--- config.mk ---
export PLATFORM = sky130hd
export DESIGN_NAME = cpu_top
export DESIGN_NICKNAME = d
export VERILOG_FILES = /design/src/cpu_pkg.sv /design/src/alu.sv /design/src/control_unit.sv /design/src/cpu_top.sv /design/src/decode_stage.sv /design/src/execute_stage.sv /design/src/fetch_stage.sv /design/src/reg_file.sv /design/src/writeback_stage.sv
export SDC_FILE = /design/constraint.sdc
export NUM_CORES = 1
export LEC_CHECK = 0
export BUFFER_PORTS_ARGS = -buffer_cell sky130_fd_sc_hd__buf_2
export CAP_MARGIN = 20
export CORE_ASPECT_RATIO = 1.5
export CORE_MARGIN = 2
export CORE_UTILIZATION = 60
export DETAILED_ROUTE_END_ITERATION = 8
export GPL_ROUTABILITY_DRIVEN = 1
export PLACE_DENSITY = 0.86
export SLEW_MARGIN = 20
export SYNTH_ARGS = -nofsm -noshare
export SYNTH_HDL_FRONTEND = slang
export SYNTH_SLANG_ARGS = --single-unit
export TNS_END_PERCENT = 5
--- constraint.sdc ---
create_clock -name clk -period 5.39 [get_ports clk]
set_input_delay 0 -clock clk [delete_from_list [all_inputs] [get_ports clk]]
set_output_delay 0 -clock clk [all_outputs]
set_load 0.01 [all_outputs]
--- src/cpu_pkg.sv ---
package cpu_pkg;

    typedef logic [15:0] word_t;
    typedef logic [1:0]  reg_idx_t;

    // opcode field, instr[15:12]
    typedef enum logic [3:0] {
        OP_BNE   = 4'd0,
        OP_BEQ   = 4'd1,
        OP_ADI   = 4'd4,
        OP_LWD   = 4'd7,
        OP_SWD   = 4'd8,
        OP_JMP   = 4'd9,
        OP_RTYPE = 4'd15
    } opcode_t;

    typedef enum logic [2:0] {
        ALU_ADD,
        ALU_SUB,
        ALU_AND,
        ALU_ORR,
        ALU_PASS_A,
        ALU_CMP
    } alu_op_t;

    // func field, instr[5:0], for opcode 15
    localparam logic [5:0] FUNC_ADD = 6'd0;
    localparam logic [5:0] FUNC_SUB = 6'd1;
    localparam logic [5:0] FUNC_AND = 6'd2;
    localparam logic [5:0] FUNC_ORR = 6'd3;
    localparam logic [5:0] FUNC_WWD = 6'd28;
    localparam logic [5:0] FUNC_HLT = 6'd29;

    localparam word_t NOP_INSTR = 16'hF03F; // rtype, unused func, no effect

endpackage

--- src/alu.sv ---
`timescale 1ns/1ps

module alu (
    input  cpu_pkg::word_t   a,
    input  cpu_pkg::word_t   b,
    input  cpu_pkg::alu_op_t op,
    output cpu_pkg::word_t   result,
    output logic             equal
);
    import cpu_pkg::*;

    // branch condition, BEQ/BNE pick the sense
    assign equal = (a == b);

    always_comb begin
        case (op)
            ALU_ADD: result = a + b;
            ALU_SUB: result = a - b;
            ALU_AND: result = a & b;
            ALU_ORR: result = a | b;
            ALU_CMP: result = word_t'(equal);
            default: result = a;   // pass
        endcase
    end

endmodule

--- src/control_unit.sv ---
`timescale 1ns/1ps

module control_unit (
    input  logic              clk,
    input  logic              rst_n,
    input  cpu_pkg::word_t    instr,
    input  cpu_pkg::reg_idx_t ex_dest,
    input  cpu_pkg::reg_idx_t mem_dest,
    input  logic              ex_write,
    input  logic              mem_write_back,
    input  logic              branch_taken,
    output logic              stall,
    output logic              flush,
    output logic              fetch_en,
    output logic              dec_valid,
    output logic              reg_write,
    output logic              mem_read,
    output logic              mem_write,
    output logic              mem_to_reg,
    output logic              alu_src_imm,
    output logic              is_branch,
    output logic              branch_eq,
    output logic              is_jump,
    output logic              is_wwd,
    output logic              is_halt,
    output cpu_pkg::alu_op_t  alu_op,
    output cpu_pkg::reg_idx_t dest
);
    import cpu_pkg::*;

    typedef enum logic {
        S_RUN,
        S_HALTING
    } halt_state_t;

    halt_state_t halt_seen;
    opcode_t     opcode;
    reg_idx_t    rs, rt, rd;
    logic [5:0]  func;
    logic        use_rs, use_rt;
    logic        hazard;

    assign opcode = opcode_t'(instr[15:12]);
    assign rs     = instr[11:10];
    assign rt     = instr[9:8];
    assign rd     = instr[7:6];
    assign func   = instr[5:0];

    always_comb begin
        reg_write   = 1'b0;
        mem_read    = 1'b0;
        mem_write   = 1'b0;
        mem_to_reg  = 1'b0;
        alu_src_imm = 1'b0;
        is_branch   = 1'b0;
        branch_eq   = 1'b0;
        is_jump     = 1'b0;
        is_wwd      = 1'b0;
        is_halt     = 1'b0;
        alu_op      = ALU_PASS_A;
        dest        = rt; // i-type writes rt
        use_rs      = 1'b0;
        use_rt      = 1'b0;
        case (opcode)
            OP_RTYPE: begin
                dest = rd;
                case (func)
                    FUNC_ADD, FUNC_SUB, FUNC_AND, FUNC_ORR: begin
                        reg_write = 1'b1;
                        use_rs    = 1'b1;
                        use_rt    = 1'b1;
                    end
                    FUNC_WWD: begin
                        is_wwd = 1'b1;
                        use_rs = 1'b1;
                    end
                    FUNC_HLT: is_halt = 1'b1;
                    default: ;
                endcase
                if (func == FUNC_ADD) alu_op = ALU_ADD;
                if (func == FUNC_SUB) alu_op = ALU_SUB;
                if (func == FUNC_AND) alu_op = ALU_AND;
                if (func == FUNC_ORR) alu_op = ALU_ORR;
            end
            OP_ADI, OP_LWD: begin
                reg_write   = 1'b1;
                mem_read    = (opcode == OP_LWD);
                mem_to_reg  = (opcode == OP_LWD);
                alu_src_imm = 1'b1;
                alu_op      = ALU_ADD;
                use_rs      = 1'b1;
            end
            OP_SWD: begin
                mem_write   = 1'b1;
                alu_src_imm = 1'b1;
                alu_op      = ALU_ADD;
                use_rs      = 1'b1;
                use_rt      = 1'b1; // store data
            end
            OP_BNE, OP_BEQ: begin
                is_branch = 1'b1;
                branch_eq = (opcode == OP_BEQ);
                alu_op    = ALU_CMP;
                use_rs    = 1'b1;
                use_rt    = 1'b1;
            end
            OP_JMP: is_jump = 1'b1;
            default: ;
        endcase
    end

    // interlock against writes still in EX and MEM, WB is written through
    assign hazard = (use_rs && ex_write && ex_dest == rs)
                 || (use_rt && ex_write && ex_dest == rt)
                 || (use_rs && mem_write_back && mem_dest == rs)
                 || (use_rt && mem_write_back && mem_dest == rt);

    assign stall     = hazard && halt_seen == S_RUN;
    assign flush     = branch_taken;
    assign fetch_en  = halt_seen == S_RUN;
    assign dec_valid = halt_seen == S_RUN; // younger than HLT are dropped

    always_ff @(posedge clk) begin
        if (!rst_n) begin
            halt_seen <= S_RUN;
        end else if (is_halt && dec_valid && !stall && !flush) begin
            halt_seen <= S_HALTING;
        end
    end

    // a stalled or flushed decode must leave a bubble in ID/EX
    a_bubble: assert property (@(posedge clk) disable iff (!rst_n)
        (stall || flush) |=> !ex_write);

    a_halt_hold: assert property (@(posedge clk) disable iff (!rst_n)
        !fetch_en |=> !fetch_en);

endmodule

--- src/cpu_top.sv ---
`timescale 1ns/1ps

module cpu_top #(
    parameter cpu_pkg::word_t RESET_PC = '0
) (
    input  logic           clk,
    input  logic           rst_n,
    input  cpu_pkg::word_t i_data,
    input  cpu_pkg::word_t d_rdata,
    output cpu_pkg::word_t i_addr,
    output logic           i_read,
    output cpu_pkg::word_t d_addr,
    output logic           d_read,
    output logic           d_write,
    output cpu_pkg::word_t d_wdata,
    output cpu_pkg::word_t num_inst,
    output cpu_pkg::word_t output_port,
    output logic           is_halted
);
    import cpu_pkg::*;

    // hazard and flow control
    logic     stall, flush, fetch_en, dec_valid;

    // IF/ID
    word_t    if_pc, if_instr;
    logic     if_valid;

    // decoded controls
    logic     reg_write, mem_read, mem_write, mem_to_reg, alu_src_imm;
    logic     is_branch, branch_eq, is_jump, is_wwd, is_halt;
    alu_op_t  alu_op;
    reg_idx_t dest;

    // ID/EX
    logic     ex_valid, ex_mem_read, ex_mem_write, ex_mem_to_reg, ex_alu_src_imm;
    logic     ex_is_branch, ex_branch_eq, ex_is_jump, ex_is_wwd, ex_is_halt, ex_write;
    alu_op_t  ex_alu_op;
    word_t    ex_pc, ex_a, ex_b, ex_imm, wwd_data;
    reg_idx_t ex_dest;

    // EX resolve and EX/MEM
    logic     branch_taken;
    word_t    branch_target;
    logic     mem_valid, mem_write_back, mem_load, mem_is_wwd, mem_is_halt;
    word_t    mem_wwd_data, mem_result;
    reg_idx_t mem_dest;

    // WB to register file
    logic     wb_write;
    reg_idx_t wb_dest;
    word_t    wb_data;

    control_unit u_ctrl (.instr(if_instr), .*);

    fetch_stage #(.RESET_PC(RESET_PC)) u_fetch (.*);

    decode_stage u_decode (.*);

    execute_stage u_execute (.*);

    writeback_stage u_writeback (.*);

endmodule

--- src/decode_stage.sv ---
`timescale 1ns/1ps

module decode_stage (
    input  logic              clk,
    input  logic              rst_n,
    input  logic              stall,
    input  logic              flush,
    input  cpu_pkg::word_t    if_pc,
    input  cpu_pkg::word_t    if_instr,
    input  logic              if_valid,
    input  logic              dec_valid,
    input  logic              reg_write,
    input  logic              mem_read,
    input  logic              mem_write,
    input  logic              mem_to_reg,
    input  logic              alu_src_imm,
    input  cpu_pkg::alu_op_t  alu_op,
    input  logic              is_branch,
    input  logic              branch_eq,
    input  logic              is_jump,
    input  logic              is_wwd,
    input  logic              is_halt,
    input  cpu_pkg::reg_idx_t dest,
    input  logic              wb_write,
    input  cpu_pkg::reg_idx_t wb_dest,
    input  cpu_pkg::word_t    wb_data,
    output logic              ex_valid,
    output logic              ex_mem_read,
    output logic              ex_mem_write,
    output logic              ex_mem_to_reg,
    output logic              ex_alu_src_imm,
    output cpu_pkg::alu_op_t  ex_alu_op,
    output logic              ex_is_branch,
    output logic              ex_branch_eq,
    output logic              ex_is_jump,
    output logic              ex_is_wwd,
    output logic              ex_is_halt,
    output cpu_pkg::word_t    ex_pc,
    output cpu_pkg::word_t    ex_a,
    output cpu_pkg::word_t    ex_b,
    output cpu_pkg::word_t    ex_imm,
    output cpu_pkg::reg_idx_t ex_dest,
    output logic              ex_write,
    output cpu_pkg::word_t    wwd_data
);
    import cpu_pkg::*;

    word_t imm, da, db;
    logic  live;

    reg_file u_rf (
        .clk   (clk),
        .rst_n (rst_n),
        .ra    (if_instr[11:10]),
        .rb    (if_instr[9:8]),
        .wa    (wb_dest),
        .we    (wb_write),
        .wd    (wb_data),
        .da    (da),
        .db    (db)
    );

    // jump keeps the upper pc bits, everything else sign-extends imm8
    assign imm  = is_jump ? {if_pc[15:12], if_instr[11:0]} : {{8{if_instr[7]}}, if_instr[7:0]};
    assign live = if_valid && dec_valid && !stall && !flush;

    // ID/EX control, bubble when not live
    always_ff @(posedge clk) begin
        if (!rst_n) begin
            ex_valid     <= 1'b0;
            ex_write     <= 1'b0;
            ex_mem_read  <= 1'b0;
            ex_mem_write <= 1'b0;
            ex_is_branch <= 1'b0;
            ex_is_jump   <= 1'b0;
            ex_is_wwd    <= 1'b0;
            ex_is_halt   <= 1'b0;
        end else begin
            ex_valid     <= live;
            ex_write     <= live && reg_write;
            ex_mem_read  <= live && mem_read;
            ex_mem_write <= live && mem_write;
            ex_is_branch <= live && is_branch;
            ex_is_jump   <= live && is_jump;
            ex_is_wwd    <= live && is_wwd;
            ex_is_halt   <= live && is_halt;
        end
    end

    always_ff @(posedge clk) begin
        ex_pc          <= if_pc;
        ex_a           <= da;
        ex_b           <= db;
        ex_imm         <= imm;
        ex_dest        <= dest;
        ex_alu_op      <= alu_op;
        ex_alu_src_imm <= alu_src_imm;
        ex_mem_to_reg  <= mem_to_reg;
        ex_branch_eq   <= branch_eq;
        wwd_data       <= da;   // rs, shown by WWD at retire
    end

endmodule

--- src/execute_stage.sv ---
`timescale 1ns/1ps

module execute_stage (
    input  logic              clk,
    input  logic              rst_n,
    input  logic              ex_valid,
    input  logic              ex_mem_read,
    input  logic              ex_mem_write,
    input  logic              ex_mem_to_reg,
    input  logic              ex_alu_src_imm,
    input  cpu_pkg::alu_op_t  ex_alu_op,
    input  logic              ex_is_branch,
    input  logic              ex_branch_eq,
    input  logic              ex_is_jump,
    input  logic              ex_is_wwd,
    input  logic              ex_is_halt,
    input  cpu_pkg::word_t    ex_pc,
    input  cpu_pkg::word_t    ex_a,
    input  cpu_pkg::word_t    ex_b,
    input  cpu_pkg::word_t    ex_imm,
    input  cpu_pkg::reg_idx_t ex_dest,
    input  logic              ex_write,
    input  cpu_pkg::word_t    wwd_data,
    output logic              branch_taken,
    output cpu_pkg::word_t    branch_target,
    output cpu_pkg::reg_idx_t mem_dest,
    output logic              mem_write_back,
    output cpu_pkg::word_t    d_addr,
    output cpu_pkg::word_t    d_wdata,
    output logic              d_read,
    output logic              d_write,
    output logic              mem_valid,
    output logic              mem_load,
    output logic              mem_is_wwd,
    output logic              mem_is_halt,
    output cpu_pkg::word_t    mem_wwd_data,
    output cpu_pkg::word_t    mem_result
);
    import cpu_pkg::*;

    word_t alu_b, alu_y;
    logic  equal;

    assign alu_b = ex_alu_src_imm ? ex_imm : ex_b;

    alu u_alu (
        .a      (ex_a),
        .b      (alu_b),
        .op     (ex_alu_op),
        .result (alu_y),
        .equal  (equal)
    );

    assign branch_target = ex_is_jump ? ex_imm : ex_pc + 16'd1 + ex_imm;
    assign branch_taken  = ex_valid && (ex_is_jump || (ex_is_branch && equal == ex_branch_eq));

    assign d_addr = mem_result; // address of LWD/SWD

    // EX/MEM
    always_ff @(posedge clk) begin
        if (!rst_n) begin
            mem_valid      <= 1'b0;
            mem_write_back <= 1'b0;
            d_read         <= 1'b0;
            d_write        <= 1'b0;
            mem_is_wwd     <= 1'b0;
            mem_is_halt    <= 1'b0;
        end else begin
            mem_valid      <= ex_valid;
            mem_write_back <= ex_write;
            d_read         <= ex_mem_read;
            d_write        <= ex_mem_write;
            mem_is_wwd     <= ex_is_wwd;
            mem_is_halt    <= ex_is_halt;
        end
    end

    always_ff @(posedge clk) begin
        mem_result   <= alu_y;
        d_wdata      <= ex_b;   // rt for SWD
        mem_dest     <= ex_dest;
        mem_load     <= ex_mem_to_reg;
        mem_wwd_data <= wwd_data;
    end

endmodule

--- src/fetch_stage.sv ---
`timescale 1ns/1ps

module fetch_stage #(
    parameter cpu_pkg::word_t RESET_PC = '0
) (
    input  logic           clk,
    input  logic           rst_n,
    input  logic           stall,
    input  logic           flush,
    input  logic           fetch_en,
    input  logic           branch_taken,
    input  cpu_pkg::word_t branch_target,
    input  cpu_pkg::word_t i_data,
    output cpu_pkg::word_t i_addr,
    output cpu_pkg::word_t if_pc,
    output cpu_pkg::word_t if_instr,
    output logic           i_read,
    output logic           if_valid
);
    import cpu_pkg::*;

    word_t pc;

    assign i_addr = pc;
    assign i_read = fetch_en;

    always_ff @(posedge clk) begin
        if (!rst_n) begin
            pc <= RESET_PC;
        end else if (branch_taken) begin
            pc <= branch_target;
        end else if (fetch_en && !stall) begin
            pc <= pc + 16'd1;
        end
    end

    // IF/ID
    always_ff @(posedge clk) begin
        if (!rst_n || flush) begin
            if_valid <= 1'b0;
            if_instr <= NOP_INSTR;
        end else if (!stall) begin
            if_valid <= fetch_en;
            if_instr <= fetch_en ? i_data : NOP_INSTR;
            if_pc    <= pc;
        end
    end

    a_pc_hold: assert property (@(posedge clk) disable iff (!rst_n)
        (stall && !branch_taken) |=> pc == $past(pc));

endmodule

--- src/reg_file.sv ---
`timescale 1ns/1ps

module reg_file (
    input  logic              clk,
    input  logic              rst_n,
    input  cpu_pkg::reg_idx_t ra,
    input  cpu_pkg::reg_idx_t rb,
    input  cpu_pkg::reg_idx_t wa,
    input  logic              we,
    input  cpu_pkg::word_t    wd,
    output cpu_pkg::word_t    da,
    output cpu_pkg::word_t    db
);
    import cpu_pkg::*;

    word_t regs [4];

    always_ff @(posedge clk) begin
        if (!rst_n) begin
            for (int i = 0; i < 4; i++) begin
                regs[i] <= '0;
            end
        end else if (we) begin
            regs[wa] <= wd;
        end
    end

    // write-through, same-cycle WB is visible to ID
    assign da = (we && wa == ra) ? wd : regs[ra];
    assign db = (we && wa == rb) ? wd : regs[rb];

endmodule

--- src/writeback_stage.sv ---
`timescale 1ns/1ps

module writeback_stage (
    input  logic              clk,
    input  logic              rst_n,
    input  logic              mem_valid,
    input  logic              mem_write_back,
    input  cpu_pkg::reg_idx_t mem_dest,
    input  logic              mem_load,
    input  logic              mem_is_wwd,
    input  logic              mem_is_halt,
    input  cpu_pkg::word_t    mem_wwd_data,
    input  cpu_pkg::word_t    mem_result,
    input  cpu_pkg::word_t    d_rdata,
    output logic              wb_write,
    output cpu_pkg::reg_idx_t wb_dest,
    output cpu_pkg::word_t    wb_data,
    output cpu_pkg::word_t    num_inst,
    output cpu_pkg::word_t    output_port,
    output logic              is_halted
);
    import cpu_pkg::*;

    logic  wb_valid, wb_is_wwd, wb_is_halt, wb_load;
    word_t wb_result, wb_rdata, wb_wwd_data;

    // MEM/WB
    always_ff @(posedge clk) begin
        if (!rst_n) begin
            wb_valid   <= 1'b0;
            wb_write   <= 1'b0;
            wb_is_wwd  <= 1'b0;
            wb_is_halt <= 1'b0;
        end else begin
            wb_valid   <= mem_valid;
            wb_write   <= mem_write_back;
            wb_is_wwd  <= mem_is_wwd;
            wb_is_halt <= mem_is_halt;
        end
    end

    always_ff @(posedge clk) begin
        wb_dest     <= mem_dest;
        wb_load     <= mem_load;
        wb_result   <= mem_result;
        wb_rdata    <= d_rdata;
        wb_wwd_data <= mem_wwd_data;
    end

    assign wb_data = wb_load ? wb_rdata : wb_result;

    // retire point
    always_ff @(posedge clk) begin
        if (!rst_n) begin
            num_inst    <= '0;
            output_port <= '0;
            is_halted   <= 1'b0;
        end else if (wb_valid) begin
            num_inst <= num_inst + 16'd1;
            if (wb_is_wwd) output_port <= wb_wwd_data;
            if (wb_is_halt) is_halted <= 1'b1;   // sticky until reset
        end
    end

    // nothing younger than HLT may reach retire
    a_no_retire_halted: assert property (@(posedge clk) disable iff (!rst_n)
        is_halted |=> $stable(num_inst));

endmodule
=== Word-level counts from Yosys, hierarchy flattened ===
Memories as Yosys holds them, arrays and structs flattened. A register that Yosys moved wholly into a read port is not among the register bits.
Cells that the tools add are included.

* Bits in registers: 275
* Latch bits: 0
* RAM bits: 64
* Memory bits (read-only): 0
* Input bits: 34
* Memories: 1

* $add $sub $neg: 6
* Multiply operators: 0
* Div/mod/pow operators: 0
* Magnitude comparators: 0
* Eq/ne operators: 23
* Shift-type cells: 0
* Multiplexer cells: 41
* Bitwise operators: 5
* Reduce and logical (&&, ||, !) cells: 50

{| class="wikitable"
|+ Memories
! name !! depth !! bits a word !! read ports !! clocked after memory_dff !! wr ports !! line !! source
|-
| u_decode.u_rf.regs || 4 || 16 || 2 || 2 || 4 || reg_file.sv:16 || <nowiki>word_t regs [4];</nowiki>
|}

{| class="wikitable"
|+ Operator list
! operator !! number
|-
| 2-to-1 mux 16 bit || 10
|-
| case mux 16 bit (5 select lines) || 1
|-
| adder 16 x 1 -> 16 bit (second input constant) || 3
|-
| adder 16 bit || 2
|-
| logical AND 1 bit || 27
|-
| bitwise AND 16 bit || 1
|-
| equality test 16 bit || 1
|-
| 2-to-1 mux 1 bit || 16
|-
| OR 16 bit || 1
|-
| OR reduction 16 bit || 1
|-
| subtractor 16 bit || 1
|-
| equality test 2 bit || 6
|-
| equality test 4 bit (second input constant) || 3
|-
| equality test 6 x 2 -> 1 bit (second input constant) || 2
|-
| equality test 6 x 5 -> 1 bit (second input constant) || 2
|-
| 2-to-1 mux 2 bit || 6
|-
| 2-to-1 mux 3 bit || 4
|-
| OR reduction 5 bit || 2
|-
| case mux 3 bit (3 select lines) || 1
|-
| equality test 4 x 3 -> 1 bit (second input constant) || 2
|-
| equality test 3 x 2 -> 1 bit (second input constant) || 2
|-
| equality test 6 x 1 -> 1 bit (second input constant) || 1
|-
| zero test 6 bit || 1
|-
| case mux 1 bit (2 select lines) || 3
|-
| 14 further kinds || 26
|}

=== Logic depth before layout (Yosys ltp) ===
Gate-level depths: netlist of run 1.

* Word-level depth: 14
* Gate-level depth with buffers: 14

=== By module ===
A second synthesis of run 1 with hierarchy kept.

* Cells, all modules: 1,450
* Area, all modules: 15,677.5 um2

{| class="wikitable"
|+ Modules (own cells, without submodules)
! module !! times used !! cells each !! area an instance (um2) !! seq. area each (um2)
|-
| reg_file || 1 || 227 || 3,773.6 || 1,921.8
|-
| writeback_stage || 1 || 233 || 2,642.5 || 1,761.7
|-
| alu || 1 || 376 || 2,548.7 || 0.0
|-
| execute_stage || 1 || 242 || 2,433.6 || 1,141.1
|-
| fetch_stage || 1 || 182 || 1,919.3 || 1,141.1
|-
| decode_stage || 1 || 134 || 1,898.1 || 1,601.5
|-
| control_unit || 1 || 56 || 461.7 || 20.0
|}

=== Worst setup path before layout of run 1 ===
Ideal clock, no wire load.

* Kind: register to register
* From: register u_decode.ex_alu_src_imm
* To: register u_fetch.if_pc[0], enable pin
* Setup time: 0.388 ns
* Arrival: 3.890 ns
* Data required time: 5.002 ns
* Setup slack: 1.112 ns
* Cell stages (with the launch flop): 14
* Path through: dfxtp_1 clkbuf_1 clkbuf_1 mux2i_1 ha_1 buf_6 nor4_4 nand4_1 nor4_2 xnor2_1 a31oi_4 buf_2 nand2_1 nor2_1

* Longest elaborated chain between the ends: 9

{| class="wikitable"
|+ Ends and longest elaborated chain
! item !! line !! source
|-
| start, declared || decode_stage.sv:31 || <nowiki>output logic ex_alu_src_imm,</nowiki>
|-
| start signal, assigned || decode_stage.sv:97 || <nowiki>ex_alu_src_imm <= alu_src_imm;</nowiki>
|-
| 2-to-1 mux 16 bit || execute_stage.sv:44 || <nowiki>assign alu_b = ex_alu_src_imm ? ex_imm : ex_b;</nowiki>
|-
| equality test 16 bit || alu.sv:13 || <nowiki>assign equal = (a == b);</nowiki>
|-
| equality test 1 bit || execute_stage.sv:55 || <nowiki>assign branch_taken = ex_valid && (ex_is_jump || (ex_is_branch && equal == ex_branch_eq));</nowiki>
|-
| logical AND 1 bit || execute_stage.sv:55 ||
|-
| logical OR 1 bit || execute_stage.sv:55 ||
|-
| logical AND 1 bit || execute_stage.sv:55 ||
|-
| logical OR 1 bit || fetch_stage.sv:39 || <nowiki>if (!rst_n || flush) begin</nowiki>
|-
| NOT 1 bit (no line) || - ||
|-
| AND reduction 2 bit (no line) || - ||
|-
| end signal, assigned || fetch_stage.sv:45 || <nowiki>if_pc <= pc;</nowiki>
|-
| end, declared || fetch_stage.sv:15 || <nowiki>output cpu_pkg::word_t if_pc,</nowiki>
|}

No other way between the ends.
A chain may end at the register's enable or synchronous reset.

=== Worst setup path in the final report of run 1 ===
* From: register u_decode.ex_alu_src_imm
* To: register u_fetch.if_pc[7], enable pin

Same word-level chain as after synthesis.

==> summary.txt, run 1 <==
Run status
  • Outcome: completed

Run
  • Count of max-cap constraint violations: 0

GRT
  • Initial antenna violation count: 0
  • Number of global-route vias before repair: 10800
  • Gr ovfl total: 0
  • Largest net degree at the start of global routing: between 60 and 70
  • Global-route wire length before repair: 57.4 mm
  • Global-route total usage across every layer: 28.3%

STA
  • Clk_skew: 0.0135 ns
  • Crit path time final: 3.94 ns
  • Achievable frequency: roughly 250 MHz
  • Final hold violation count: 0
  • Final worst path period share: 73.2%
  • Setup violations, final: 0
  • Slew at the pin with the worst max-slew slack: 1.14 ns
  • Final TNS setup: 0 ns
  • Final max-slew violation count: 0
  • Slew Limit Headroom: 23.9%
  • Unrepaired setup endpoints after global routing: false

Worst setup path
  • Element type at the critical path end: register
  • Source of the critical timing path: u_decode.ex_alu_src_imm
  • Stage delay of the slowest cell on the critical path: 0.55 ns
  • Length in cells of the worst reg-to-reg path: 11
  • Critical Path Most Common Cell: sky130_fd_sc_hd__buf_4
  • Reg-to-reg endpoint: u_fetch.if_pc[7]
  • Worst EP arrival: between 4 and 5 ns
  • Worst-path cell chain: buf_4 -> mux2i_1 -> ha_1 -> nor4_4 -> nand4_1 -> nor4_2 -> xnor2_1 -> a31oi_4 -> nand2_1 -> nor2_1 -> buf_4
  • Register-to-Register Setup Slack: 1.45 ns
  • Critical path's slowest cell: sky130_fd_sc_hd__nor2_1
  • Critical Path Fanout Max: 16
  • Type of the setup path with the least slack: register to register
  • Required time of the critical path: 5.66 ns
  • Worst setup SP type: register
  • Launch instance of the worst register-to-register path: u_decode.ex_alu_src_imm

Synthesis
  • Post-synth top flop: sky130_fd_sc_hd__dfxtp_1
  • Mean instance size in the synthesized netlist: 10.7 µm²
  • Synth Warn #: 0
  • Total of flip-flops plus latches after synthesis: 343
  • Cell count after synthesis: 1361
  • Share of synthesized area occupied by flip-flops and latches: 52.7%
  • Yosys top cell area share: 36.2%
  • Post-synthesis cell type count: 78
  • Largest cells by area after synthesis: sky130_fd_sc_hd__dfxtp_1, sky130_fd_sc_hd__edfxtp_1, sky130_fd_sc_hd__ha_1
  • Biggest area consumer among synthesized cells: sky130_fd_sc_hd__dfxtp_1
  • Syn nets: 1462
  • Count of flip-flops with a built-in enable after synthesis: 80
  • Mapped cell area: 14500 µm²
  • Async set-or-reset flop fraction in the synthesized netlist: 0%

Drt
  • Total length of routed wires: 36.3 mm
  • Antenna-violating nets left: 0
  • Number of iterations in the first detailed-routing pass: 5
  • Drt drc: 0
  • Vias after detailed routing: roughly 11000
  • Via density per instance: a little under 6
  • DRT iter0 DRCs: 808
  • Drt wl/cell: 20.0 µm

Floorplan
  • Row count: between 60 and 70
  • Total die area: 25500 µm²
  • Chip width: around 130 µm
  • Std-Cell Core Area: ~24000 µm²
  • I/O pins: ~120
  • Starting density of the core: 61.3%
  • Die span in y: 195 µm

Clock network
  • Insertion delay to the later sink of the worst-skew pair: 0.56 ns
  • Clock buffers created by TritonCTS: 29
  • Deepest level of the CTS H-tree: 1
  • Clock sink count: approximately 340
  • Worst-case clock buffer depth: 3
  • Clock tree root driver cell: sky130_fd_sc_hd__clkbuf_16
  • Clock-pin slew on the worst setup and hold paths: 0.07 ns
  • CTS tree: yes
  • Cells resized by post-CTS repair: 0

Worst hold path
  • Cell count of the worst hold path: 2
  • Kind of path behind the tightest hold check: input port to register
  • Launch point of the worst hold path: d_rdata[13]
  • Hold worst-path end: u_writeback.wb_rdata[13]

Pwr
  • Net Sw Power: 1.47 mW
  • Switching part of the total power: about a quarter
  • Portion of total power attributed to the clock network: a little under two fifths
  • Part of the total power dissipated in sequential elements: 50.6%
  • Share of power burned in combinational logic: roughly an eighth
  • Leak: between 7 and 8 nW
  • Worst VDD drop: ~0.35 mV
  • Design internal power: approximately 4.3 mW
  • Post-layout total power: a little under 6 mW
  • Total power divided by cell area: 348 nW/µm²

Placement
  • Number of port buffers: 117
  • RD Place Congestion: 0.943
  • Placed cells: 1726
  • Post-detailed-placement half-perimeter wirelength: 24.8 mm

Cells and area
  • Net total in the final layout: 1571
  • Commonest non-fill, non-tap cells in the layout: sky130_fd_sc_hd__dfxtp_1, sky130_fd_sc_hd__nand2_1, sky130_fd_sc_hd__nor2_1
  • Number of cells in the finished layout apart from fillers: 1811
  • Proportion of layout cells with a drive suffix above 1: 15.1%
  • Commonest non-fill, non-tap cell in the layout: sky130_fd_sc_hd__dfxtp_1
  • Max FFs per register: 64
  • Inserted Diodes: 0
  • Reg with most FFs: u_decode.u_rf.regs
  • Area Growth Syn to Fin: 14.0%
==> worst max-delay path by stage <==
stage	to	slack (ns)	cells after the start
3_3_place_gp	u_fetch.if_pc[15]	1.56	11
6_report	u_fetch.if_pc[7]	1.45	11
2_1_floorplan	u_fetch.if_pc[0]	1.11	13
3_5_place_dp	u_fetch.if_pc[10]	1.46	11
5_1_grt	u_fetch.if_pc[7]	1.19	11
4_1_cts	u_fetch.if_pc[7]	1.42	11
==> routing by layer <==
layer  routed length [µm]  track usage (%)
met1                13300             32.1
met2                18900             52.0
met3                 2310             3.91
met4                 1730             13.7
met5                    0                0
==> cell families (layout without fill, tap and decap cells) <==
kind of cell / Yosys count / after routing / synth area share (%)
adders and majority gates: 68 / 68 / 5.99
xor gates and xnor gates: 68 / 68 / 4.09
and+or+nand+nor: 411 / 411 / 13.4
buffers and inverters: 132 / 263 / 3.60
muxes: 89 / 89 / 8.90
DFF: 343 / 343 / 52.7
AOI/OAI and AO/OA: 250 / 250 / 11.3
==> power by group through the flow <==
stage                     clock network (mW)  logic, mW  registers, mW
after floorplan                            0      0.497           2.90
after global placement                     0      0.630           2.96
after detailed placement                   0      0.645           2.97
after CTS                               2.19      0.673           2.92
after global routing                    2.30      0.750           2.93
final                                   2.17      0.686           2.92
==> stage by stage <==
step | area [µm²] | utilization (%) | setup WS (ns) | hold slack [ns]
2_1_floorplan | 14500 | - | 1.11 | 0.0277
3_3_place_gp | 15300 | 64.3 | 1.56 | 0.103
3_5_place_dp | 15300 | 64.3 | 1.46 | 0.104
4_1_cts | 16600 | 69.8 | 1.42 | 0.0452
5_1_grt | 16600 | 69.9 | 1.19 | 0.0671
6_report | 16600 | 69.9 | 1.45 | 0.0676
==> critical path, delay by kind of cell, from the launching register on <==
kind,cells,cell delay [ns]
AO/OA/AOI/OAI,1,0.23
XOR/XNOR,1,0.22
adder cells (fa/ha/maj),1,0.41
buffers and inverters,2,0.61
flip-flops,1,0.32
multiplexers,1,0.36
AND/OR/NAND/NOR,5,1.49
==> synth_stat cells, types with 4 or more instances <==
cell	instances
sky130_fd_sc_hd__inv_1	53
sky130_fd_sc_hd__or2_2	4
sky130_fd_sc_hd__mux4_2	32
sky130_fd_sc_hd__nor3_1	15
sky130_fd_sc_hd__and3_1	10
sky130_fd_sc_hd__nor2b_1	9
sky130_fd_sc_hd__a41o_1	8
sky130_fd_sc_hd__a211oi_1	8
sky130_fd_sc_hd__o21bai_1	4
sky130_fd_sc_hd__o211a_1	8
sky130_fd_sc_hd__or3_1	7
sky130_fd_sc_hd__a21oi_1	47
sky130_fd_sc_hd__o221ai_1	5
sky130_fd_sc_hd__o31ai_1	5
sky130_fd_sc_hd__a21boi_0	18
sky130_fd_sc_hd__and2_1	33
sky130_fd_sc_hd__and4_1	5
sky130_fd_sc_hd__xor2_1	16
sky130_fd_sc_hd__nor2_1	120
sky130_fd_sc_hd__mux2i_1	54
sky130_fd_sc_hd__buf_1	6
sky130_fd_sc_hd__o211ai_1	11
sky130_fd_sc_hd__nand4_1	7
sky130_fd_sc_hd__buf_2	14
sky130_fd_sc_hd__ha_1	64
sky130_fd_sc_hd__a31oi_1	5
sky130_fd_sc_hd__nand2_1	142
sky130_fd_sc_hd__nor4_2	4
sky130_fd_sc_hd__clkbuf_1	57
sky130_fd_sc_hd__xnor2_1	52
sky130_fd_sc_hd__o21a_1	5
sky130_fd_sc_hd__dfxtp_1	263
sky130_fd_sc_hd__edfxtp_1	80
sky130_fd_sc_hd__a21o_1	10
sky130_fd_sc_hd__nand3_1	36
sky130_fd_sc_hd__o21ai_0	83
==> layout make-up <==
cell class / instances / area, µm²
clock buffers: 37 / 828
multi-input cells: 886 / 6360
repair buffers: 157 / 966
fillers: 1639 / 7160
flip-flops and latches: 343 / 7670
well taps: 319 / 399
inverters: 53 / 199
clock inverters: 16 / 163
==> what timing repair did <==
action,CTS,global route
setup buffers,0,0
hold endpoints to repair,36,0
hold buffers,32,0
setup endpoints to repair,0,0
Note: power is estimated with default switching activity, not from simulation.
==> run 2: changes to the inputs <==
clock period = 4.02 ns   (was 5.39 ns; I/O delays follow)
==> summary.txt, run 2 (same netlist as run 1, synthesis figures left out) <==
GRT
  • Global-route total usage across every layer: 27.7% (was 28.3%)
  • Number of global-route vias before repair: 10800 (about the same)
  • Initial antenna violation count: 0 (unchanged)
  • Largest net degree at the start of global routing: 67 (was 68)
  • Gr ovfl total: 0 (unchanged)
  • Global-route wire length before repair: 56.7 mm (was 57.4 mm)

STA
  • Setup violations, final: 0 (unchanged)
  • Final worst slack: 0.317 ns (was 1.45 ns)
  • Clk_skew: 0.0154 ns (was 0.0135 ns)
  • Final max-slew violation count: 0 (unchanged)
  • Final worst path period share: 92.1% (was 73.2%)
  • Final hold violation count: 0 (unchanged)
  • Final TNS setup: 0 ns (unchanged)
  • Unrepaired setup endpoints after global routing: false (unchanged)
  • Crit path time final: 3.70 ns (was 3.94 ns)
  • Slew Limit Headroom: 24.3% (was 23.9%)
  • Achievable frequency: 270 MHz (was 254 MHz)
  • Worst Hold Margin: 0.0740 ns (was 0.0676 ns)
  • Slew at the pin with the worst max-slew slack: 1.13 ns (was 1.14 ns)

Cells and area
  • Final instance area: 16600 µm² (about the same)
  • Final core utilization: 70.1% (was 69.9%)
  • Reg with most FFs: u_decode.u_rf.regs (unchanged)
  • Area Growth Syn to Fin: 14.4% (was 14.0%)
  • Flip-flop and latch area: 7670 µm² (unchanged)
  • Commonest non-fill, non-tap cells in the layout: sky130_fd_sc_hd__dfxtp_1, sky130_fd_sc_hd__nand2_1, sky130_fd_sc_hd__nor2_1 (unchanged)
  • Number of cells in the finished layout apart from fillers: 1816 (was 1811)
  • Commonest non-fill, non-tap cell in the layout: sky130_fd_sc_hd__dfxtp_1 (unchanged)
  • Proportion of layout cells with a drive suffix above 1: 15.6% (was 15.1%)
  • Filler cells: 1644 (was 1639)
  • Max FFs per register: 64 (unchanged)
  • Area of the multi-input gates: 6370 µm² (was 6360 µm²)
  • Net total in the final layout: 1575 (was 1571)
  • Inserted Diodes: 0 (unchanged)

Drt
  • Antenna-violating nets left: 0 (unchanged)
  • Via density per instance: 5.95 (was 5.90)
  • DRT iter0 DRCs: 758 (was 808)
  • Vias after detailed routing: 10800 (was 10700)
  • Number of iterations in the first detailed-routing pass: 5 (unchanged)
  • Drt drc: 0 (unchanged)
  • Total length of routed wires: 36.2 mm (was 36.3 mm)
  • Drt wl/cell: 19.9 µm (was 20.0 µm)

Pwr
  • Worst VDD drop: 0.466 mV (was 0.347 mV)
  • Portion of total power attributed to the clock network: 37.6% (was 37.5%)
  • Share of power burned in combinational logic: 11.9% (about the same)
  • Leak: 7.07 nW (was 7.04 nW)
  • Total power divided by cell area: 466 nW/µm² (was 348 nW/µm²)
  • Part of the total power dissipated in sequential elements: 50.5% (was 50.6%)
  • Design internal power: 5.78 mW (was 4.30 mW)
  • Net Sw Power: 1.98 mW (was 1.47 mW)
  • Post-layout total power: 7.76 mW (was 5.77 mW)
  • Switching part of the total power: 25.5% (about the same)

Worst setup path
  • Worst EP arrival: 3.95 ns (was 4.21 ns)
  • Critical Path Fanout Max: 16 (unchanged)
  • Length in cells of the worst reg-to-reg path: 11 (unchanged)
  • Element type at the critical path end: register (unchanged)
  • Type of the setup path with the least slack: register to register (unchanged)
  • Worst setup SP type: register (unchanged)
  • Required time of the critical path: 4.27 ns (was 5.66 ns)

Placement
  • Post-placement setup slack: 0.353 ns (was 1.46 ns)
  • RD Place Congestion: 0.962 (was 0.943)
  • Placed inst area: 15300 µm² (about the same)
  • Placed cells: 1729 (was 1726)
  • Post-detailed-placement half-perimeter wirelength: 25.7 mm (was 24.8 mm)
  • Number of port buffers: 117 (unchanged)

Floorplan
  • Chip width: 131 µm (unchanged)
  • Die span in y: 195 µm (unchanged)
  • Total die area: 25500 µm² (unchanged)
  • Starting density of the core: 61.3% (unchanged)
  • Row count: 69 (unchanged)
  • I/O pins: 118 (unchanged)
  • Std-Cell Core Area: 23700 µm² (unchanged)

Clock network
  • Post-CTS Hold Fix Bufs: 32 (unchanged)
  • CTS tree: yes (unchanged)
  • Worst-case clock buffer depth: 3 (unchanged)
  • Clock buffers created by TritonCTS: 30 (was 29)
  • Insertion delay to the later sink of the worst-skew pair: 0.56 ns (about the same)
  • Deepest level of the CTS H-tree: 1 (unchanged)
  • Clock sink count: 343 (unchanged)
  • Buffers inserted during post-CTS setup optimization: 0 (unchanged)
  • Clock-pin slew on the worst setup and hold paths: 0.07 ns (about the same)
  • Cells resized by post-CTS repair: 0 (unchanged)
  • Clock tree root driver cell: sky130_fd_sc_hd__clkbuf_16 (unchanged)

Run status
  • Outcome: completed (unchanged)

Run
  • Count of max-cap constraint violations: 0 (unchanged)

Worst hold path
  • Cell count of the worst hold path: 2 (unchanged)
  • Kind of path behind the tightest hold check: input port to register (unchanged)
-- run 2: critical path, stage by stage, from the launching register on --
cell	delay (ns)
sky130_fd_sc_hd__dfxtp_1	0.31
sky130_fd_sc_hd__buf_4	0.31
sky130_fd_sc_hd__mux2i_1	0.33
sky130_fd_sc_hd__ha_1	0.38
sky130_fd_sc_hd__nor4_2	0.40
sky130_fd_sc_hd__nand4_1	0.15
sky130_fd_sc_hd__nor4_2	0.34
sky130_fd_sc_hd__xnor2_1	0.20
sky130_fd_sc_hd__a31oi_4	0.39
sky130_fd_sc_hd__nand2_1	0.17
sky130_fd_sc_hd__nor2_2	0.15
sky130_fd_sc_hd__buf_4	0.24
-- run 2: final timing paths --
kind	from	endpoint	slack, ns
worst min-delay path	d_rdata[12]	u_writeback.wb_rdata[12]	0.07
worst max-delay path	u_decode.ex_alu_src_imm	u_fetch.if_pc[8]	0.32
worst max register to register	u_decode.ex_alu_src_imm	u_fetch.if_pc[8]	0.32
worst min register to register	u_execute.mem_wwd_data[9]	u_writeback.wb_wwd_data[9]	0.32
-- run 2: cell type report --
type | instances | area share, %
clock buffer | 42 | 5.28
clock inverter | 13 | 0.797
inverter | 53 | 1.20
multi-input combinational | 886 | 38.3
sequential | 343 | 46.1
tap | 319 | 2.40
timing repair buffer | 160 | 5.94
-- run 2: metal layers --
metal	GRT usage (%)	routed length (µm)	share of wire, %	vias up
li1	-	-	-	5010
met1	30.6	13100	36	5191
met2	51.8	18900	52	495
met3	3.52	2250	6.2	114
met4	14.1	1900	5.2	0
met5	0	0	0	-
-- run 2: power by group through the flow --
stage	Sequential, mW	Combinational, mW	Clock, mW
after floorplan	3.89	0.667	0
after global placement	3.97	0.841	0
after detailed placement	3.98	0.868	0
after CTS	3.91	0.902	2.95
after global routing	3.93	1.01	3.08
final	3.92	0.922	2.92
==> run 3: changes to the inputs <==
CELL_PAD_IN_SITES_DETAIL_PLACEMENT = 1   (was unset)
CELL_PAD_IN_SITES_GLOBAL_PLACEMENT = 2   (was unset)
CORE_UTILIZATION = 39   (was 60)
PLACE_DENSITY = 0.85   (was 0.86)
==> summary.txt, run 3 (same netlist as run 1, synthesis figures left out) <==
STA
  • Crit path time final: 3.66 ns (was 3.70 ns)
  • Final worst path period share: 91.1% (was 92.1%)
  • Final TNS setup: 0 ns (unchanged)
  • Achievable frequency: 273 MHz (was 270 MHz)
  • Setup violations, final: 0 (unchanged)
  • Slew at the pin with the worst max-slew slack: 0.976 ns (was 1.13 ns)
  • Unrepaired setup endpoints after global routing: false (unchanged)
  • Final max-slew violation count: 0 (unchanged)
  • Final hold violation count: 0 (unchanged)
  • Worst Hold Margin: 0.0586 ns (was 0.0740 ns)
  • Clk_skew: 0.0301 ns (was 0.0154 ns)
  • Slew Limit Headroom: 34.8% (was 24.3%)

Drt
  • Drt drc: 0 (unchanged)
  • Vias after detailed routing: 10600 (was 10800)
  • DRT iter0 DRCs: 477 (was 758)
  • Antenna-violating nets left: 0 (unchanged)
  • Via density per instance: 5.31 (was 5.95)
  • Drt wl/cell: 21.1 µm (was 19.9 µm)
  • Number of iterations in the first detailed-routing pass: 4 (was 5)
  • Total length of routed wires: 42.2 mm (was 36.2 mm)

Worst setup path
  • Worst setup SP type: register (unchanged)
  • Register-to-Register Setup Slack: 0.36 ns (was 0.32 ns)
  • Worst EP arrival: 4.09 ns (was 3.95 ns)
  • Length in cells of the worst reg-to-reg path: 12 (was 11)
  • Launch instance of the worst register-to-register path: u_decode.ex_alu_src_imm (unchanged)
  • Element type at the critical path end: register (unchanged)
  • Type of the setup path with the least slack: register to register (unchanged)
  • Required time of the critical path: 4.45 ns (was 4.27 ns)
  • Critical Path Fanout Max: 17 (was 16)
  • Reg-to-reg endpoint: u_decode.ex_is_jump (was u_fetch.if_pc[8])

Pwr
  • Worst VDD drop: 0.379 mV (was 0.466 mV)
  • Post-layout total power: 8.26 mW (was 7.76 mW)
  • Leak: 7.22 nW (was 7.07 nW)
  • Total power divided by cell area: 482 nW/µm² (was 466 nW/µm²)

Cells and area
  • Net total in the final layout: 1592 (was 1575)
  • Area Growth Syn to Fin: 17.7% (was 14.4%)
  • Commonest non-fill, non-tap cell in the layout: sky130_fd_sc_hd__dfxtp_1 (unchanged)
  • Reg with most FFs: u_decode.u_rf.regs (unchanged)
  • Max FFs per register: 64 (unchanged)
  • Commonest non-fill, non-tap cells in the layout: sky130_fd_sc_hd__dfxtp_1, sky130_fd_sc_hd__nand2_1, sky130_fd_sc_hd__nor2_1 (unchanged)
  • Proportion of layout cells with a drive suffix above 1: 16.5% (was 15.6%)

Clock network
  • Buffers inserted during post-CTS setup optimization: 0 (unchanged)
  • Clock buffers created by TritonCTS: 35 (was 30)
  • Clock sink count: 343 (unchanged)
  • CTS tree: yes (unchanged)
  • Clock-pin slew on the worst setup and hold paths: 0.07 ns (about the same)
  • Worst-case clock buffer depth: 3 (unchanged)
  • Clock tree root driver cell: sky130_fd_sc_hd__clkbuf_16 (unchanged)
  • Deepest level of the CTS H-tree: 2 (was 1)
  • Cells resized by post-CTS repair: 0 (unchanged)
  • Insertion delay to the later sink of the worst-skew pair: 0.55 ns (was 0.56 ns)

GRT
  • GR Layer Usage met1: 23.9% (was 30.6%)
  • Global-route total usage across every layer: 21.7% (was 27.7%)
  • Busiest metal layer after global routing: met2 (unchanged)
  • Number of global-route vias before repair: 11500 (was 10800)
  • Gr ovfl total: 0 (unchanged)
  • Met2 Usage GRT: 41.1% (was 51.8%)
  • Largest net degree at the start of global routing: 67 (unchanged)
  • Met3 routing resource usage after global routing: 2.48% (was 3.52%)
  • Global-route wire length before repair: 65.1 mm (was 56.7 mm)
  • Initial antenna violation count: 0 (unchanged)

Placement
  • Post-detailed-placement half-perimeter wirelength: 29.7 mm (was 25.7 mm)
  • Number of port buffers: 117 (unchanged)
  • RD Place Congestion: 0.912 (was 0.962)

Worst hold path
  • Kind of path behind the tightest hold check: input port to register (unchanged)
  • Launch point of the worst hold path: rst_n (was d_rdata[12])
  • Cell count of the worst hold path: 4 (was 2)
  • Hold worst-path end: u_decode.u_rf.regs[3][13] (was u_writeback.wb_rdata[12])

Floorplan
  • Die span in y: 241 µm (was 195 µm)
  • Row count: 86 (was 69)
  • Total die area: 38900 µm² (was 25500 µm²)
  • Chip width: 162 µm (was 131 µm)
  • Starting density of the core: 39.5% (was 61.3%)
  • I/O pins: 118 (unchanged)
  • Std-Cell Core Area: 36800 µm² (was 23700 µm²)

Run
  • Count of max-cap constraint violations: 0 (unchanged)

Run status
  • Outcome: completed (unchanged)
run 3: repair_timing:
item,4_1_cts,5_1_grt
endpoints found under the setup margin,0,0
hold endpoints to repair,36,0
hold buffers,32,0
run 3: area by class of cell:
class                      instances  area [µm²]
inverter                          53         199
timing repair buffer             172        1090
fill                            4088       19700
clock inverter                    19         218
clock buffer                      45         965
tap                              484         606
antenna                            1        2.50
sequential                       343        7670
multi-input combinational        886        6360
run 3: where the power goes:
group | total (mW) | internal (mW) | switching [mW]
logic | 0.963 | 0.407 | 0.556
clock network | 3.38 | 1.98 | 1.40
registers | 3.92 | 3.73 | 0.190
run 3: how the worst max path moves through the flow:
stage / startpoint / to / slack [ns] / cells past startpoint
2_1_floorplan: u_decode.ex_alu_src_imm / u_fetch.if_pc[0] / 0.16 / 13
3_3_place_gp: u_decode.ex_alu_src_imm / u_decode.ex_is_wwd / 0.57 / 12
3_5_place_dp: u_decode.ex_alu_src_imm / u_decode.ex_is_jump / 0.45 / 12
4_1_cts: u_decode.ex_alu_src_imm / u_decode.ex_is_jump / 0.33 / 12
5_1_grt: u_decode.ex_alu_src_imm / u_fetch.i_addr[14] / 0.15 / 11
6_report: u_decode.ex_alu_src_imm / u_decode.ex_is_jump / 0.36 / 12
run 3: layer usage:
layer  vias up  wire, µm
met5         -         0
met4         0      1880
met3        90      1360
met2       239     22600
met1      5280     16300
li1       5035         -
run 3: worst max-delay path, stage by stage (launching register included):
cell                      delay [ns]
sky130_fd_sc_hd__dfxtp_1        0.36
sky130_fd_sc_hd__buf_12         0.20
sky130_fd_sc_hd__mux2i_1        0.36
sky130_fd_sc_hd__ha_1           0.40
sky130_fd_sc_hd__nor4_2         0.40
sky130_fd_sc_hd__nand4_1        0.15
sky130_fd_sc_hd__nor4_2         0.38
sky130_fd_sc_hd__xnor2_1        0.21
sky130_fd_sc_hd__a31oi_4        0.22
sky130_fd_sc_hd__buf_4          0.25
sky130_fd_sc_hd__and3_1         0.26
sky130_fd_sc_hd__nand3_4        0.15
sky130_fd_sc_hd__nor4_2         0.18
run 3: through the flow:
stage	instance area (µm²)	utilization (%)	worst slack (ns)	std cells
finish	17100	46.5	0.358	2003
global route	17100	46.5	0.148	2002
CTS	17100	46.5	0.329	2002
detailed placement	15600	42.4	0.455	1906
global placement	15600	42.4	0.570	1906
floorplan	14500	-	0.163	1361
